--- src/hw/sad_pkg.sv ---
`default_nettype none

package sad_pkg;

    localparam int REF_SAMPLES = 32;     // window length
    localparam int SAMPLE_BITS = 8;
    localparam int SAD_BITS = 16;        // msb doubles as saturation flag
    localparam int PHASE_BITS = 5;
    localparam int COUNT_BITS = 16;

    // last window sample at adc_datain to trigger high
    localparam int TRIGGER_LATENCY = 9;

    localparam int REF_BYTES = REF_SAMPLES * SAMPLE_BITS / 8;
    localparam int REFEN_BYTES = REF_SAMPLES / 8;
    localparam int SAD_BYTES = SAD_BITS / 8;

    // cycles from phase zero at the feed to the first increment of a window
    localparam int START_OFFSET = 3;

    typedef logic [SAMPLE_BITS-1:0] sample_t;
    typedef logic [SAD_BITS-1:0]    sad_t;
    typedef logic [PHASE_BITS-1:0]  phase_t;
    typedef logic [REF_SAMPLES-1:0] lane_vec_t;

    localparam phase_t LAST_PHASE = phase_t'(REF_SAMPLES - 1);
    localparam lane_vec_t LANE_START_INIT = lane_vec_t'(1) << (REF_SAMPLES - START_OFFSET);

endpackage

`default_nettype wire

--- src/hw/sad_cfg_if.sv ---
`timescale 1ns/1ps
`default_nettype none

// host settings, static while a capture runs
interface sad_cfg_if import sad_pkg::*; ();

    sample_t [REF_SAMPLES-1:0] refsamples;
    lane_vec_t                 refen;      // per position compare enable
    sad_t                      threshold;
    logic                      multiple_triggers;

    modport host   (output refsamples, refen, threshold, multiple_triggers);
    modport seq    (input refsamples, refen);
    modport lanes  (input threshold);
    modport status (input multiple_triggers);

endinterface

`default_nettype wire

--- src/hw/sad_trigger_status.sv ---
`timescale 1ns/1ps
`default_nettype none

module sad_trigger_status import sad_pkg::*; (
    input  logic                  adc_sampleclk,
    input  lane_vec_t             lane_match,
    input  logic                  run,
    input  logic                  arm_edge,
    input  logic                  clear_status,
    sad_cfg_if.status             cfg,
    output logic                  trigger,
    output logic                  triggered = 1'b0,
    output logic [COUNT_BITS-1:0] trigger_count = '0
);

    logic any_match;
    logic fire_q = 1'b0;
    logic hold_off;

    // single shot mode blocks the cycle after a pulse as well
    assign hold_off = !cfg.multiple_triggers && (triggered || trigger);

    always_ff @(posedge adc_sampleclk) begin
        any_match <= |lane_match;
        fire_q <= any_match && run && !hold_off;
    end

    assign trigger = fire_q & run;  // drops at once when disarmed

    always_ff @(posedge adc_sampleclk) begin
        if (clear_status || arm_edge) begin
            triggered <= 1'b0;
            trigger_count <= '0;
        end else if (trigger) begin
            triggered <= 1'b1;
            trigger_count <= trigger_count + 1'b1;
        end
    end

endmodule

`default_nettype wire

--- src/flat_wrapper.sv ---
// flat-port wrapper written by rule: the top's interface ports become plain ports
module sad_trigger_status_flat import sad_pkg::*;
  (adc_sampleclk, lane_match, run, arm_edge, clear_status, trigger, triggered, trigger_count, cfg_multiple_triggers);
  sad_cfg_if cfg_i ();
  input  logic adc_sampleclk;
  input  lane_vec_t lane_match;
  input  logic run;
  input  logic arm_edge;
  input  logic clear_status;
  output logic trigger;
  output logic triggered;
  output logic [COUNT_BITS-1:0] trigger_count;
  input wire logic [$bits(cfg_i.multiple_triggers)-1:0] cfg_multiple_triggers;
  assign cfg_i.multiple_triggers = cfg_multiple_triggers;
  sad_trigger_status u_core (.adc_sampleclk(adc_sampleclk), .lane_match(lane_match), .run(run), .arm_edge(arm_edge), .clear_status(clear_status), .cfg(cfg_i), .trigger(trigger), .triggered(triggered), .trigger_count(trigger_count));
endmodule
--- config.mk ---
export PLATFORM = sky130hd
export DESIGN_NAME = sad_trigger_status_flat
export DESIGN_NICKNAME = d
export VERILOG_FILES = /design/src/hw/sad_pkg.sv /design/src/hw/sad_cfg_if.sv /design/src/hw/sad_trigger_status.sv /design/src/flat_wrapper.sv
export SDC_FILE = /design/constraint.sdc
export NUM_CORES = 1
export LEC_CHECK = 0
export BUFFER_PORTS_ARGS = -buffer_cell sky130_fd_sc_hd__buf_2
export CORE_ASPECT_RATIO = 0.8
export CORE_MARGIN = 2
export CORE_UTILIZATION = 30
export CTS_CLUSTER_DIAMETER = 80
export CTS_CLUSTER_SIZE = 16
export DETAILED_ROUTE_END_ITERATION = 10
export PLACE_DENSITY = 0.7
export REMOVE_ABC_BUFFERS = 1
export SLEW_MARGIN = 40
export SYNTH_ARGS = -nofsm -noshare
export SYNTH_HDL_FRONTEND = slang
export SYNTH_SLANG_ARGS = --single-unit
--- constraint.sdc ---
create_clock -name adc_sampleclk -period 3.8 [get_ports adc_sampleclk]
set_input_delay 0.57 -clock adc_sampleclk [delete_from_list [all_inputs] [get_ports adc_sampleclk]]
set_output_delay 0.57 -clock adc_sampleclk [all_outputs]
set_load 0.005 [all_outputs]
==> flow_summary.toml <==
[sta]
slew_violations = 0
period_minus_slack_ns = 1.667
finalCritPeriodShare_pct = 43.87
timing.final.ws_setup_ns = 2.133
setup_tns_ns = 0
tightest_slew_ns = 0.3484
setup_violations = 0
fin_skew_ns = 0.005228
rsz0062_at_grt = "no"
slew_headroom_pct = 76.56
fmax_ghz = 0.5999
timing.final.hold_violations = 0

[setup_path]
start_kind = "input port"
setup.worst_path.end_class = "primary output"
r2r-start = "u_core.trigger_count[0]"
critPathTopFamily = "buffers and inverters"
crit_start = "run"
cp_max_fo = 6
worstPathArrival_ns = 1.10
critPathRequiredTime_ns = 3.23
crit_cells = 3
critical_path_class = "in -> out"
cp_common_cell = "buf_2"
reg2regPathDepth = 5
cp_slowest_cell = "and2_1"
cpPeakStageDelay_ns = 0.26
path_buf_inv = 2
worstPathCellList = "buf_2 > and2_1 > buf_2"

[cells_and_area]
final_common_cell = "buf_2"
num_antenna_cells = 0
finalInstanceArea_um2 = 1230
area_growth_pct = 39.43
nFillCells = 280
drive_above_1_share_pct = 40.91
nets = 193
utilization_pct = 44.14
final_cell_mix = "buf_2 (54), dfxtp_1 (19), nor2_1 (15), nor4_1 (10), nand4_1 (8)"

[drt]
ant_nets = 0
via_per_inst = 4.979
wl_um = 2150
drcViolationCount = 0
avgRoutedWirePerCell_um = 11.20
drt_iter0_markers = 47
vias = 956
drt_first_pass_iters = 4

[clock_tree]
path_clk_slew_ns = 0.07
numCtsBuffers = 3
cts_resized = 0
ctsHtreeMaxLevel = 1
cts_tree = "done"
clock_latency_ns = 0.26
root_buffer = "clkbuf_8"
hold_buffers = 0
cts_max_path_buffers = 2
cts.sinks = 19
postCtsSetupRepairBufs = 0

[grt]
track_usage_pct = 13.33
antenna_found_initial = 0
gr-total-overflow = 0
grt_pass1_wl_um = 3470
grt_max_degree = 18
grt_pass1_vias = 868

[power_and_ir_drop]
p_leak_nw = 0.5272
pwr_density_cell_nw_per_um2 = 302.4
max-vdd-ir-drop_uv = 119.0

[place]
hpwl_um = 1767
place_congestion = 0.7822
postPlaceCellArea_um2 = 1181
place_ws_ns = 2.115
port_buffers = 54

[synthesis]
netlist_area_um2 = 882.1
yosys_warnings = 0
async_flop_share_pct = 0
yosys.cell_types.count = 23
synth_edf_count = 0
ys_ff_latch = 19
synth_area_per_cell_um2 = 8.821
seq_area_frac_synth_pct = 43.12
syn_inst = 100
ys.flop_type = "dfxtp_1"

[min_path]
min_from = "u_core.any_match"
hold_path.class = "reg -> reg"
hold_depth = 1

[floorplanning]
start_util_pct = 31.66
core.rowCount = 17
ioPinCount = 55
die_x_um = 64.63
fp.coreArea_um2 = 2786
fp.dieArea_um2 = 3393
die_y_um = 52.50

[job]
drv_cap = 0

[outcome]
status = "finished, final reports clean"
==> worst paths after layout <==
path / slack (ns) / endpoint
worst max-delay path: 2.13 / trigger
worst min-delay path: 0.44 / u_core.fire_q
worst max register to register: 2.16 / u_core.trigger_count[14]
worst min register to register: 0.44 / u_core.fire_q
==> layer usage <==
layer	GRT usage [%]	share of wire, %	vias up
li1	-	-	470
met1	15.91	42	425
met2	23.44	48	57
met3	4.516	9.4	4
met4	2.837	0.79	0
met5	0	0	-
==> cell type report <==
| type | count | area, µm² | area share (%) |
|---|---|---|---|
| multi-input combinational | 76 | 479.2 | 38.96 |
| sequential | 19 | 380.4 | 30.93 |
| timing repair buffer | 54 | 270.3 | 21.97 |
| tap | 38 | 47.55 | 3.866 |
| clock buffer | 3 | 41.29 | 3.357 |
| clock inverter | 1 | 7.507 | 0.6104 |
| inverter | 1 | 3.754 | 0.3052 |
==> flip-flops by register name, indices dropped and copies added, names as in the netlist <==
| signal | cells |
|---|---|
| u_core.trigger_count | 16 |
| u_core.triggered | 1 |
| u_core.fire_q | 1 |
| u_core.any_match | 1 |
==> where the power goes <==
| group | leakage (nW) | switching, mW | internal (mW) |
|---|---|---|---|
| combinational | 0.352 | 0.0120 | 0.0174 |
| sequential | 0.154 | 0.00156 | 0.201 |
| clock | 0.0217 | 0.0666 | 0.0738 |
==> synthesized netlist by cell type (3+ instances only) <==
| cell type | count | area, µm² |
|---|---|---|
| xor2_1 | 5 | 43.79 |
| nor2_1 | 15 | 56.30 |
| nand2_1 | 4 | 15.01 |
| dfxtp_1 | 19 | 380.4 |
| nand3_1 | 4 | 20.02 |
| nor4_1 | 10 | 62.56 |
| or3_1 | 4 | 25.02 |
| nand4_1 | 8 | 50.05 |
| clkbuf_1 | 3 | 11.26 |
| a21oi_1 | 4 | 20.02 |
| xnor2_1 | 6 | 52.55 |
| o21ai_0 | 4 | 20.02 |
==> kinds of logic (layout without fill, tap and decap cells) <==
logic type / Yosys count / in the layout / synth area share (%)
AO/OA/AOI/OAI: 9 / 9 / 5.674
XOR/XNOR: 11 / 11 / 10.92
adder cells (fa/ha/maj): 1 / 1 / 1.418
buffers and inverters: 5 / 59 / 2.553
flip-flops: 19 / 19 / 43.12
multiplexers: 1 / 1 / 1.135
AND/OR/NAND/NOR: 54 / 54 / 35.18
==> stage by stage <==
step           instances  total power, mW  hold slack [ns]
2_1_floorplan         96           0.2144           0.4157
3_3_place_gp         188           0.2354           0.4314
3_5_place_dp         188           0.2366           0.4405
4_1_cts              192           0.3757           0.4511
5_1_grt              192           0.3896           0.4582
6_report             192           0.3720           0.4423
(Power assumes the default switching activity.)
