--- src/hw/sad_pkg.sv ---
`default_nettype none

package sad_pkg;

    localparam int REF_SAMPLES = 32;     // window length
    localparam int SAMPLE_BITS = 8;
    localparam int SAD_BITS = 16;        // msb doubles as saturation flag
    localparam int PHASE_BITS = 5;
    localparam int COUNT_BITS = 16;

    // last window sample at adc_datain to trigger high
    localparam int TRIGGER_LATENCY = 9;

    localparam int REF_BYTES = REF_SAMPLES * SAMPLE_BITS / 8;
    localparam int REFEN_BYTES = REF_SAMPLES / 8;
    localparam int SAD_BYTES = SAD_BITS / 8;

    // cycles from phase zero at the feed to the first increment of a window
    localparam int START_OFFSET = 3;

    typedef logic [SAMPLE_BITS-1:0] sample_t;
    typedef logic [SAD_BITS-1:0]    sad_t;
    typedef logic [PHASE_BITS-1:0]  phase_t;
    typedef logic [REF_SAMPLES-1:0] lane_vec_t;

    localparam phase_t LAST_PHASE = phase_t'(REF_SAMPLES - 1);
    localparam lane_vec_t LANE_START_INIT = lane_vec_t'(1) << (REF_SAMPLES - START_OFFSET);

endpackage

`default_nettype wire

--- src/hw/sad_cfg_if.sv ---
`timescale 1ns/1ps
`default_nettype none

// host settings, static while a capture runs
interface sad_cfg_if import sad_pkg::*; ();

    sample_t [REF_SAMPLES-1:0] refsamples;
    lane_vec_t                 refen;      // per position compare enable
    sad_t                      threshold;
    logic                      multiple_triggers;

    modport host   (output refsamples, refen, threshold, multiple_triggers);
    modport seq    (input refsamples, refen);
    modport lanes  (input threshold);
    modport status (input multiple_triggers);

endinterface

`default_nettype wire

--- src/hw/sad_sched_if.sv ---
`timescale 1ns/1ps
`default_nettype none

interface sad_sched_if import sad_pkg::*; ();

    sample_t   feed_sample;  // reference for the current phase
    logic      feed_en;
    lane_vec_t lane_start;   // one hot, lane whose window restarts now
    lane_vec_t lane_ready;   // lanes holding a full window since arming

    modport sched (output feed_sample, feed_en, lane_start, lane_ready);
    modport lanes (input feed_sample, feed_en, lane_start, lane_ready);

endinterface

`default_nettype wire

--- src/hw/sad_sequencer.sv ---
`timescale 1ns/1ps
`default_nettype none

module sad_sequencer import sad_pkg::*; (
    input  logic       adc_sampleclk,
    input  logic       reset,
    input  logic       armed_and_ready,
    input  logic       active,
    input  logic       xadc_error,
    sad_cfg_if.seq     cfg,
    sad_sched_if.sched sched,
    output logic       run,
    output logic       arm_edge
);

    logic      arm_meta;
    logic      arm_sync;
    logic      arm_sync_q;   // previous synchronized level, for the edge
    phase_t    phase;
    lane_vec_t start_ring;
    lane_vec_t ready_chain;

    always_ff @(posedge adc_sampleclk) begin
        if (reset) begin
            arm_meta <= 1'b0;
            arm_sync <= 1'b0;
            arm_sync_q <= 1'b0;
        end else begin
            arm_meta <= armed_and_ready;
            arm_sync <= arm_meta;
            arm_sync_q <= arm_sync;
        end
    end

    assign arm_edge = arm_sync & ~arm_sync_q;
    assign run = arm_sync & active & ~xadc_error;

    always_ff @(posedge adc_sampleclk) begin
        if (reset || !run) begin
            phase <= '0;
            start_ring <= LANE_START_INIT;
            ready_chain <= '0;
        end else begin
            phase <= (phase == LAST_PHASE) ? '0 : phase + 1'b1;
            start_ring <= {start_ring[REF_SAMPLES-2:0], start_ring[REF_SAMPLES-1]};
            // lane 0 ready after the first wrap, then one more lane per cycle
            ready_chain <= {ready_chain[REF_SAMPLES-2:0], ready_chain[0] | (phase == LAST_PHASE)};
        end
    end

    assign sched.feed_sample = cfg.refsamples[phase];
    assign sched.feed_en = cfg.refen[phase];
    assign sched.lane_start = start_ring;
    assign sched.lane_ready = ready_chain;

endmodule

`default_nettype wire

--- src/flat_wrapper.sv ---
// flat-port wrapper written by rule: the top's interface ports become plain ports
module sad_sequencer_flat import sad_pkg::*;
  (adc_sampleclk, reset, armed_and_ready, active, xadc_error, run, arm_edge, cfg_refsamples, cfg_refen, sched_feed_sample, sched_feed_en, sched_lane_start, sched_lane_ready);
  sad_cfg_if cfg_i ();
  sad_sched_if sched_i ();
  input  logic adc_sampleclk;
  input  logic reset;
  input  logic armed_and_ready;
  input  logic active;
  input  logic xadc_error;
  output logic run;
  output logic arm_edge;
  input wire logic [$bits(cfg_i.refsamples)-1:0] cfg_refsamples;
  input wire logic [$bits(cfg_i.refen)-1:0] cfg_refen;
  output wire logic [$bits(sched_i.feed_sample)-1:0] sched_feed_sample;
  output wire logic [$bits(sched_i.feed_en)-1:0] sched_feed_en;
  output wire logic [$bits(sched_i.lane_start)-1:0] sched_lane_start;
  output wire logic [$bits(sched_i.lane_ready)-1:0] sched_lane_ready;
  assign cfg_i.refsamples = cfg_refsamples;
  assign cfg_i.refen = cfg_refen;
  assign sched_feed_sample = sched_i.feed_sample;
  assign sched_feed_en = sched_i.feed_en;
  assign sched_lane_start = sched_i.lane_start;
  assign sched_lane_ready = sched_i.lane_ready;
  sad_sequencer u_core (.adc_sampleclk(adc_sampleclk), .reset(reset), .armed_and_ready(armed_and_ready), .active(active), .xadc_error(xadc_error), .cfg(cfg_i), .sched(sched_i), .run(run), .arm_edge(arm_edge));
endmodule
--- config.mk ---
export PLATFORM = sky130hd
export DESIGN_NAME = sad_sequencer_flat
export DESIGN_NICKNAME = d
export VERILOG_FILES = /design/src/hw/sad_pkg.sv /design/src/hw/sad_cfg_if.sv /design/src/hw/sad_sched_if.sv /design/src/hw/sad_sequencer.sv /design/src/flat_wrapper.sv
export SDC_FILE = /design/constraint.sdc
export NUM_CORES = 1
export LEC_CHECK = 0
export ABC_CLOCK_PERIOD_IN_PS = 4450
export BUFFER_PORTS_ARGS = -buffer_cell sky130_fd_sc_hd__buf_2
export CORE_AREA = 2 2 142 144
export DETAILED_ROUTE_END_ITERATION = 7
export DIE_AREA = 0 0 144 146
export PLACE_DENSITY_LB_ADDON = 0.08
export SYNTH_ARGS = -nofsm -noshare
export SYNTH_HDL_FRONTEND = slang
export SYNTH_SLANG_ARGS = --single-unit
--- constraint.sdc ---
create_clock -name adc_sampleclk -period 4.45 [get_ports adc_sampleclk]
set_input_delay 0.6675 -clock adc_sampleclk [delete_from_list [all_inputs] [get_ports adc_sampleclk]]
set_output_delay 0.6675 -clock adc_sampleclk [all_outputs]
set_load 0.005 [all_outputs]
==> metrics.txt <==
TritonCTS clock tree done; core box area slightly below 0.02 mm2; GRT Overall Usage between 15 and 20%; Yosys top cell area share 47.9%; crit share post-route between 80 and 90%; commonest non-fill, non-tap cell in the layout buf_2; GRT met2 Usage ~30%; first-pass GRT wire length ~28000 um; DIE AREA around 0.021 mm2; register area between 0.001 and 0.0015 mm2; worst clock skew ~0.0055 ns; commonest non-fill, non-tap cells in the layout buf_2 (367), mux4_2 (90), dfxtp_1 (69); Psw 0.367 mW; fin util between 30% and 40%; I/O Pins 368; largest net degree at the start of global routing 75; CP Launch Point u_core.phase[0]$_SDFF_PP0_; RSZ-0062 raised after global routing no; hold slack 0.441 ns; Mean Syn Cell Area 15.0 um2; setup ws final about 0.89 ns; maxcap violations 0; Finished Cell Area ~0.0066 mm2; layout cells sized above 1 between 70% and 80%; Slew HR a little over a fifth; Post-route DRC 0; initial antenna violation count 5; Setup Fix Bufs, Post-CTS 0; FF-to-FF End u_core.phase[0]$_SDFF_PP0_; CTS buffer count 9; CTS clk-pin slew, worst paths around 0.060 ns; endpoints failing setup 0; Nets slightly above 900; gr ovfl total 0; Internal between 1 and 1.5 mW; Initial Util 21.9%; met1 Use GR between 20% and 30%; arrival time worst endpoint just under 3 ns; gr busiest metal met2; crit-path max FO 23; number of hold buffers added after cts 0; RePlAce Congestion between 0.9 and 1; Leak 3.00 nW; Buffers on Ports about 370; synthesized area approximately 0.0042 mm2; WL per Instance roughly 21 um; Hold Crit Class reg -> reg; Distinct cells, synth 21; number of synthesis warnings 0; DP HPWL between 15000 and 20000 um; Area Overhead vs Synth 56.2%; Seq pwr share 41.5%; htree depth 3; worst slew pin tran approximately 1.2 ns; Routed Antenna Nets 0; sw frac about a quarter; DIE WIDTH 144 um; Die H 146 um; post-synthesis instance total 283; Yosys reg bits 72; final hold violations 0; # rows between 50 and 60; status finished, final reports clean; Slew Viols, Final 0; DRT iter0 DRCs ~200; PwrDens 235 mW/mm2; Hold Crit Depth 1; Area contributors post-synth mux4_2 (48%), dfxtp_1 (34%), and2_1 (9.2%); power share of the combinational group about 15%; Post-Place Cell Area 0.00632 mm2; Reg2Reg Launch Point u_core.phase[1]$_SDFF_PP0_; Clock Latency Late Sink around 0.33 ns; clock power share 43.6%; Place WS 1.17 ns; WL final about 19000 um; sequential area share after synthesis around a third; Clock Path Buffers 2; setup slack, reg-to-reg between 2 and 2.5 ns; Worst Setup EP sched_feed_sample[0]; fill cell count slightly above 2000; WP data required around 3.8 ns; Max VDD drop ~0.00016 V; CP endpoint kind primary output; element type at the critical path start register; area leader, netlist mux4_2; M3 GR Usage 5.66%; routed vias 4094; critical path class reg -> out; Setup TNS 0 ns; Root Buffer clkbuf_16; DR pass1 iterations 4; Multi-input gate area 0.00266 mm2; Vias per Instance about 4.5; minimum clock period between 3 and 4 ns; number of global-route vias before repair between 4000 and 5000; Worst R2R Path Depth 4; Post-Syn Nets 578; CTS sink cnt around 70; CTS-repair resized insts 0; fmax between 200 and 300 MHz
## critical path, cell delays in order (launching register included)
cell and delay [ns]:
dfxtp_4 0.63, buf_4 0.43, mux4_2 0.55, mux4_2 0.53, mux2_2 0.29, buf_2 0.13
## power groups by stage
stage               sequential (mW)  clock (mW)  combinational [mW]
floorplan                     0.661           0              0.0797
global placement              0.661           0               0.231
detailed placement            0.661           0               0.234
CTS                           0.646       0.706               0.234
global route                  0.646       0.741               0.250
finish                        0.646       0.679               0.232
## cells by family (layout without fill, tap and decap cells)
| logic type | count (synthesis) | after routing | share of synthesized area (%) |
|---|---|---|---|
| muxes | 99 | 99 | 50.3 |
| DFF | 72 | 72 | 34.0 |
| and+or+nand+nor | 80 | 80 | 11.5 |
| adders and majority gates | 2 | 2 | 0.591 |
| buffers and inverters | 28 | 387 | 3.22 |
| xor gates and xnor gates | 2 | 2 | 0.414 |
| other | 0 | 2 | 0 |
## cells in the mapped netlist
cell type and count:
ha_1 2, nand2b_1 1, buf_1 8, nand2_1 1, and3_1 1, nor3b_1 2, buf_4 6, nand3_1 1
mux2_2 9, and2_1 62, buf_6 1, xnor2_1 1, buf_2 1, xor2_1 1, nor2_1 3, dfxtp_1 72
nor2b_1 4, clkbuf_1 12, or3_1 1, nor3_1 4, mux4_2 90
## through the flow
step                      std cells  power [mW]
final                           909        1.56
after global routing            909        1.64
after CTS                       907        1.59
after detailed placement        891       0.895
after global placement          891       0.891
after floorplan                 283       0.740
## worst min-delay path by stage
stage                                                 from                                     end  slack (ns)
floorplan                       u_core.arm_meta$_SDFF_PP0_              u_core.arm_sync$_SDFF_PP0_        0.41
global placement                u_core.arm_meta$_SDFF_PP0_              u_core.arm_sync$_SDFF_PP0_        0.42
detailed placement              u_core.arm_meta$_SDFF_PP0_              u_core.arm_sync$_SDFF_PP0_        0.43
CTS                             u_core.arm_meta$_SDFF_PP0_              u_core.arm_sync$_SDFF_PP0_        0.45
global route        u_core.sched.lane_start[21]$_SDFF_PP0_  u_core.sched.lane_start[22]$_SDFF_PP0_        0.47
finish                          u_core.arm_meta$_SDFF_PP0_              u_core.arm_sync$_SDFF_PP0_        0.44
## flip-flops by register name, summed over array words and instances, names as in the netlist
name and flops:
u_core.sched.lane_ready 32, u_core.sched.lane_start 32, u_core.phase 5, u_core.arm_meta 1
u_core.arm_sync 1, u_core.arm_sync_q 1
## cell type report
| class | count | share of cell area [%] |
|---|---|---|
| multi-input combinational | 183 | 40.3 |
| timing repair buffer | 371 | 28.4 |
| sequential | 72 | 21.9 |
| tap | 265 | 5.01 |
| clock buffer | 9 | 3.41 |
| clock inverter | 7 | 0.908 |
| antenna | 2 | 0.0757 |
## per-layer routing
metal  wire length (um)  vias up
met5                 13        -
met4                374        2
met3               1650       28
met2               9550      234
met1               7160     2001
li1                   -     1829
Power figures use the tool's default switching activity.
