[config.mk]
export PLATFORM = sky130hd
export DESIGN_NAME = sad_lane_array_flat
export DESIGN_NICKNAME = d
export VERILOG_FILES = /design/src/hw/sad_pkg.sv /design/src/hw/sad_cfg_if.sv /design/src/hw/sad_sched_if.sv /design/src/hw/sad_lane.sv /design/src/hw/sad_lane_array.sv /design/src/flat_wrapper.sv
export SDC_FILE = /design/constraint.sdc
export NUM_CORES = 2
export LEC_CHECK = 0
export ABC_CLOCK_PERIOD_IN_PS = 3900
export BUFFER_PORTS_ARGS = -buffer_cell sky130_fd_sc_hd__buf_2
export CORE_MARGIN = 5
export CORE_UTILIZATION = 50
export CTS_BUF_LIST = sky130_fd_sc_hd__clkbuf_8
export CTS_CLUSTER_SIZE = 24
export DETAILED_ROUTE_END_ITERATION = 10
export PLACE_DENSITY = 0.69
export SLEW_MARGIN = 20
export SYNTH_ARGS = -nofsm -noshare
export SYNTH_HDL_FRONTEND = slang
export SYNTH_SLANG_ARGS = --single-unit
[constraint.sdc]
create_clock -name adc_sampleclk -period 3.9 [get_ports adc_sampleclk]
set_input_delay 0.39 -clock adc_sampleclk [delete_from_list [all_inputs] [get_ports adc_sampleclk]]
set_output_delay 0.39 -clock adc_sampleclk [all_outputs]
set_load 0.05 [all_outputs]
[src/hw/sad_pkg.sv]
`default_nettype none

package sad_pkg;

    localparam int REF_SAMPLES = 32;     // window length
    localparam int SAMPLE_BITS = 8;
    localparam int SAD_BITS = 16;        // msb doubles as saturation flag
    localparam int PHASE_BITS = 5;
    localparam int COUNT_BITS = 16;

    // last window sample at adc_datain to trigger high
    localparam int TRIGGER_LATENCY = 9;

    localparam int REF_BYTES = REF_SAMPLES * SAMPLE_BITS / 8;
    localparam int REFEN_BYTES = REF_SAMPLES / 8;
    localparam int SAD_BYTES = SAD_BITS / 8;

    // cycles from phase zero at the feed to the first increment of a window
    localparam int START_OFFSET = 3;

    typedef logic [SAMPLE_BITS-1:0] sample_t;
    typedef logic [SAD_BITS-1:0]    sad_t;
    typedef logic [PHASE_BITS-1:0]  phase_t;
    typedef logic [REF_SAMPLES-1:0] lane_vec_t;

    localparam phase_t LAST_PHASE = phase_t'(REF_SAMPLES - 1);
    localparam lane_vec_t LANE_START_INIT = lane_vec_t'(1) << (REF_SAMPLES - START_OFFSET);

endpackage

`default_nettype wire

[src/hw/sad_cfg_if.sv]
`timescale 1ns/1ps
`default_nettype none

// host settings, static while a capture runs
interface sad_cfg_if import sad_pkg::*; ();

    sample_t [REF_SAMPLES-1:0] refsamples;
    lane_vec_t                 refen;      // per position compare enable
    sad_t                      threshold;
    logic                      multiple_triggers;

    modport host   (output refsamples, refen, threshold, multiple_triggers);
    modport seq    (input refsamples, refen);
    modport lanes  (input threshold);
    modport status (input multiple_triggers);

endinterface

`default_nettype wire

[src/hw/sad_sched_if.sv]
`timescale 1ns/1ps
`default_nettype none

interface sad_sched_if import sad_pkg::*; ();

    sample_t   feed_sample;  // reference for the current phase
    logic      feed_en;
    lane_vec_t lane_start;   // one hot, lane whose window restarts now
    lane_vec_t lane_ready;   // lanes holding a full window since arming

    modport sched (output feed_sample, feed_en, lane_start, lane_ready);
    modport lanes (input feed_sample, feed_en, lane_start, lane_ready);

endinterface

`default_nettype wire

[src/hw/sad_lane.sv]
`timescale 1ns/1ps
`default_nettype none

module sad_lane import sad_pkg::*; (
    input  logic    adc_sampleclk,
    input  sample_t sample,
    input  sad_t    sample_plus,   // sample zero extended, one cycle after sample
    input  sad_t    sample_minus,  // its negation
    input  sample_t ref_in,
    input  logic    en_in,
    output sample_t ref_out,
    output logic    en_out,
    input  logic    start,
    input  logic    ready,
    input  sad_t    threshold,
    output logic    match
);

    sample_t ref_q;
    sample_t ref_qq;
    logic    en_q;
    logic    en_qq;
    logic    above;       // sample greater than reference
    sad_t    incr;
    sad_t    acc;
    logic    done_q;
    logic    le_q;

    always_ff @(posedge adc_sampleclk) begin
        ref_q <= ref_in;
        en_q <= en_in;
        ref_qq <= ref_q;
        en_qq <= en_q;
        above <= sample > ref_q;
    end

    assign ref_out = ref_q;
    assign en_out = en_q;

    always_ff @(posedge adc_sampleclk) begin
        if (!en_qq)
            incr <= '0;                          // masked position
        else if (above)
            incr <= sample_plus - sad_t'(ref_qq);
        else
            incr <= sample_minus + sad_t'(ref_qq);

        // acc holds the finished window sum in the start cycle
        if (start)
            acc <= incr;
        else if (!acc[SAD_BITS-1])
            acc <= acc + incr;                   // freezes once msb sets

        done_q <= start & ready;
        le_q <= (acc <= threshold);
        match <= done_q & le_q;
    end

endmodule

`default_nettype wire

[src/hw/sad_lane_array.sv]
`timescale 1ns/1ps
`default_nettype none

module sad_lane_array import sad_pkg::*; (
    input  logic       adc_sampleclk,
    input  sample_t    adc_datain,
    sad_sched_if.lanes sched,
    sad_cfg_if.lanes   cfg,
    output lane_vec_t  lane_match
);

    sample_t                adc_q;     // input capture
    sample_t                sample_r;  // fans out to every lane
    sad_t                   sample_plus;
    sad_t                   sample_minus;
    sample_t                ref_chain [REF_SAMPLES+1];
    logic [REF_SAMPLES:0]   en_chain;

    always_ff @(posedge adc_sampleclk) begin
        adc_q <= adc_datain;
        sample_r <= adc_q;
        sample_plus <= sad_t'(sample_r);
        sample_minus <= -sad_t'(sample_r);
    end

    assign ref_chain[0] = sched.feed_sample;
    assign en_chain[0] = sched.feed_en;

    for (genvar i = 0; i < REF_SAMPLES; i++) begin : g_lane
        sad_lane u_lane (
            .adc_sampleclk (adc_sampleclk),
            .sample        (sample_r),
            .sample_plus   (sample_plus),
            .sample_minus  (sample_minus),
            .ref_in        (ref_chain[i]),
            .en_in         (en_chain[i]),
            .ref_out       (ref_chain[i+1]),
            .en_out        (en_chain[i+1]),
            .start         (sched.lane_start[i]),
            .ready         (sched.lane_ready[i]),
            .threshold     (cfg.threshold),
            .match         (lane_match[i])
        );
    end

endmodule

`default_nettype wire

[src/flat_wrapper.sv]
// flat-port wrapper written by rule: the top's interface ports become plain ports
module sad_lane_array_flat import sad_pkg::*;
  (adc_sampleclk, adc_datain, lane_match, sched_feed_sample, sched_feed_en, sched_lane_start, sched_lane_ready, cfg_threshold);
  sad_sched_if sched_i ();
  sad_cfg_if cfg_i ();
  input  logic adc_sampleclk;
  input  sample_t adc_datain;
  output lane_vec_t lane_match;
  input wire logic [$bits(sched_i.feed_sample)-1:0] sched_feed_sample;
  input wire logic [$bits(sched_i.feed_en)-1:0] sched_feed_en;
  input wire logic [$bits(sched_i.lane_start)-1:0] sched_lane_start;
  input wire logic [$bits(sched_i.lane_ready)-1:0] sched_lane_ready;
  input wire logic [$bits(cfg_i.threshold)-1:0] cfg_threshold;
  assign sched_i.feed_sample = sched_feed_sample;
  assign sched_i.feed_en = sched_feed_en;
  assign sched_i.lane_start = sched_lane_start;
  assign sched_i.lane_ready = sched_lane_ready;
  assign cfg_i.threshold = cfg_threshold;
  sad_lane_array u_core (.adc_sampleclk(adc_sampleclk), .adc_datain(adc_datain), .sched(sched_i), .cfg(cfg_i), .lane_match(lane_match));
endmodule
==> key figures <==
Die
  • Initial Util: 50.2%
  • Core area: 207,000 sq um
  • Row Count: 167
  • IO Count: 130
  • Chip width: 466 um
  • Die ar.: 218,000 sq um
  • Die H: 466 um

Power and ir drop
  • Pwr dens: 596 nW/um^2
  • Lkg Pwr: 54.4 nW
  • VDD IR-drop max: 0.445 mV

Layout
  • Most common cell after layout, fill and taps aside: ha_1
  • Most frequent cells in the layout: ha_1 (1,762), dfxtp_1 (978), a21oi_1 (768)
  • P&R area growth vs syn: 11.1%
  • Non-filler cells, final: 14,400
  • Nets@finish: 13,400
  • Layout cells sized above 1: 6.33%
  • # fillers: 18,200

Synth
  • Sequential share of the synthesized area: 33.2%
  • Asr flop ratio synth: 0%
  • Netlist Area Pre-Place: 104,000 sq um
  • Post-synth EDFFs: 480
  • Cell count after synthesis: 11,000
  • Top post-synthesis cells by area: ha_1 (21%), dfxtp_1 (19%), edfxtp_1 (14%), xnor2_1 (3.9%), a21oi_1 (3.7%)
  • Synth warn: 0
  • Synth area leader: ha_1
  • Synth Net Count: 13,000
  • Synth top area share: 21.2%
  • Cell variety after synth: 76
  • Top FF cell, synth: dfxtp_1
  • Mean Syn Cell Area: 9.46 sq um
  • Yosys reg bits: 1,487

Min path
  • Hold_sp: sched_feed_sample[0]
  • Hold path depth: 2
  • WHS Endpoint: u_core.g_lane[0].u_lane.ref_out[0]$_DFF_P_
  • Hold WC Path Type: in -> reg

Global routing
  • Overflow after GRT: 0
  • Antenna violations before repair: 11
  • Largest net degree at the start of global routing: 52
  • Global-route wire length before repair: 484,000 um
  • GRT Total Usage: 28.4%
  • Vias in the first global route: 84,600

STA
  • Fin. max-slew vios: 0
  • Minimum clock period: 3.21 ns
  • Relative slew slack: 20.8%
  • RSZ-0062 raised after global routing: no
  • Worst clock skew: 0.0805 ns
  • Worst-Margin Slew: 1.19 ns
  • Final hold violation count: 0
  • Setup TNS: 0 ns
  • Endpoints failing setup: 0
  • Fmax: 0.311 GHz
  • Crit share post-route: 82.3%

Critical path
  • Worst reg2reg path depth: 10
  • Setup CP Type: reg -> reg
  • WP data required: 4.91 ns
  • Reg2reg end: u_core.g_lane[23].u_lane.incr[13]$_SDFF_PN0_
  • CP max FO: 30
  • R2R setup slack: 0.69 ns
  • Crit start category: flop
  • Arrival @ worst endpoint: 4.22 ns
  • Critical R2R Launch: u_core.sample_minus[1]$_DFF_P_
  • Setup crit end kind: flop

Job
  • Total of max-cap violations: 0

Detailed routing
  • Initial DRC count: 6,911
  • Via Count: 86,500
  • Avg WL per Cell: 22.3 um
  • Drt first pass iters: 5
  • ANT nets after route: 0
  • Vias per cell: 5.99
  • Residual DRC count: 0
  • DRT Wirelength: 321,000 um

Place
  • Cells after DPL: 13,800
  • PortBufs: 129
  • GP Congestion: 0.939
  • DP Wirelength: 225,000 um

Clock network
  • H-tree Lvls: 5
  • Post-CTS sizing: 0
  • TritonCTS Buffers: 292
  • CTS sink count: 1,487
  • Clock root cell: clkbuf_8
  • Max Root-Sink Buffers: 4
  • Clock tree from TritonCTS: done
  • Worst-Skew Late Latency: 1.09 ns
  • Worst-path clk slew: 0.06 ns

Run status
  • Status: completed
-- worst max-delay path: stages, from the launching register on --
cell and delay, ns:
dfxtp_4 0.80, buf_4 0.30, ha_1 0.24, a21o_1 0.16
a21oi_1 0.23, o21bai_1 0.12, a2111o_1 0.46, a31oi_1 0.34
nor2_1 0.11, xnor2_1 0.17, o21ai_0 0.18
-- worst max path at each step --
stage	start	endpoint	slack, ns	depth (start not counted)
final	u_core.sample_minus[1]$_DFF_P_	u_core.g_lane[23].u_lane.incr[13]$_SDFF_PN0_	0.69	10
after global routing	u_core.sample_plus[1]$_DFF_P_	u_core.g_lane[27].u_lane.incr[9]$_SDFF_PN0_	0.45	11
after CTS	u_core.sample_minus[1]$_DFF_P_	u_core.g_lane[9].u_lane.incr[11]$_SDFF_PN0_	0.71	10
after detailed placement	u_core.sample_minus[1]$_DFF_P_	u_core.g_lane[23].u_lane.incr[13]$_SDFF_PN0_	0.67	10
after global placement	u_core.sample_minus[1]$_DFF_P_	u_core.g_lane[23].u_lane.incr[13]$_SDFF_PN0_	0.76	10
after floorplan	u_core.sample_plus[1]$_DFF_P_	u_core.g_lane[24].u_lane.incr[10]$_SDFF_PN0_	0.15	10
-- final cells by class --
| type | instances | area (sq um) | share of cell area [%] |
|---|---|---|---|
| diodes | 13 | 32.5 | 0.0281 |
| clock buffers | 362 | 4980 | 4.31 |
| clock inverters | 145 | 952 | 0.823 |
| inverters | 690 | 2610 | 2.26 |
| multi-input cells | 8590 | 66000 | 57.0 |
| flip-flops and latches | 1487 | 34600 | 29.9 |
| well taps | 2788 | 3490 | 3.01 |
| repair buffers | 361 | 3070 | 2.65 |
-- registers in the layout (all words and copies together) (netlist names) --
signal and count:
u_core.sample_plus 7, u_core.g_lane.u_lane.ref_out 8, u_core.g_lane.u_lane.above 32, u_core.sample_r 8, u_core.g_lane.u_lane.done_q 32, u_core.g_lane.u_lane.le_q 32
u_core.g_lane.u_lane.match 32, u_core.g_lane.u_lane.en_qq 32, u_core.g_lane.u_lane.incr 512, u_core.sample_minus 15, u_core.g_lane.u_lane.ref_qq 256, u_core.adc_q 8
u_core.g_lane.u_lane.acc 512, u_core.g_lane.u_lane.en_out 1
-- cells by family after synthesis --
family,count (synthesis),share of synthesized area (%)
AND/OR/NAND/NOR,2654,12.9
buffers and inverters,937,3.50
multiplexers,8,0.0769
AO/OA/AOI/OAI,3253,20.4
adder cells (fa/ha/maj),1858,23.0
XOR/XNOR,817,6.87
flip-flops,1487,33.2
-- cell usage after synthesis (297+ instances only) --
master and count:
ha_1 1762, o21ai_0 696, edfxtp_1 480, dfxtp_1 1007, a21oi_1 768, a22o_1 297
xnor2_1 466, a21o_1 470, xor2_1 351, nand2_1 627, inv_1 685, nor2b_1 298
nor2_1 668
-- repair_timing --
| action | CTS | global route |
|---|---|---|
| hold buffers | 142 | 0 |
| setup endpoints to repair | 0 | 0 |
| endpoints found under the hold margin | 515 | 0 |
| buffers inserted | 0 | 0 |
-- metal layers --
layer  part of all wire (%)  track usage (%)  wire (um)  up-vias
met2                     44             45.9     143000     3167
met5                  0.010                0         33        -
met3                    7.0             4.38      22600      915
li1                       -                -          -    41200
met1                     43             37.2     138000    41200
met4                    5.5             14.1      17600        4
-- per-stage QoR --
| stage | utilization (%) | hold slack [ns] | total power, mW | setup slack [ns] | instance area [sq um] |
|---|---|---|---|---|---|
| floorplan | - | 0.310 | 45.1 | 0.147 | 104000 |
| global placement | 52.3 | 0.313 | 51.0 | 0.757 | 108000 |
| detailed placement | 52.3 | 0.325 | 52.3 | 0.673 | 108000 |
| CTS | 55.8 | 0.0121 | 68.9 | 0.706 | 116000 |
| global route | 55.8 | 0.0581 | 73.8 | 0.453 | 116000 |
| finish | 55.8 | 0.0831 | 68.9 | 0.689 | 116000 |
-- where the power goes --
| group | internal [mW] | switching [mW] |
|---|---|---|
| logic | 12.8 | 15.4 |
| clock network | 9.15 | 7.16 |
| registers | 20.7 | 3.65 |
| total | 42.7 | 26.2 |
(Power assumes the default switching activity.)
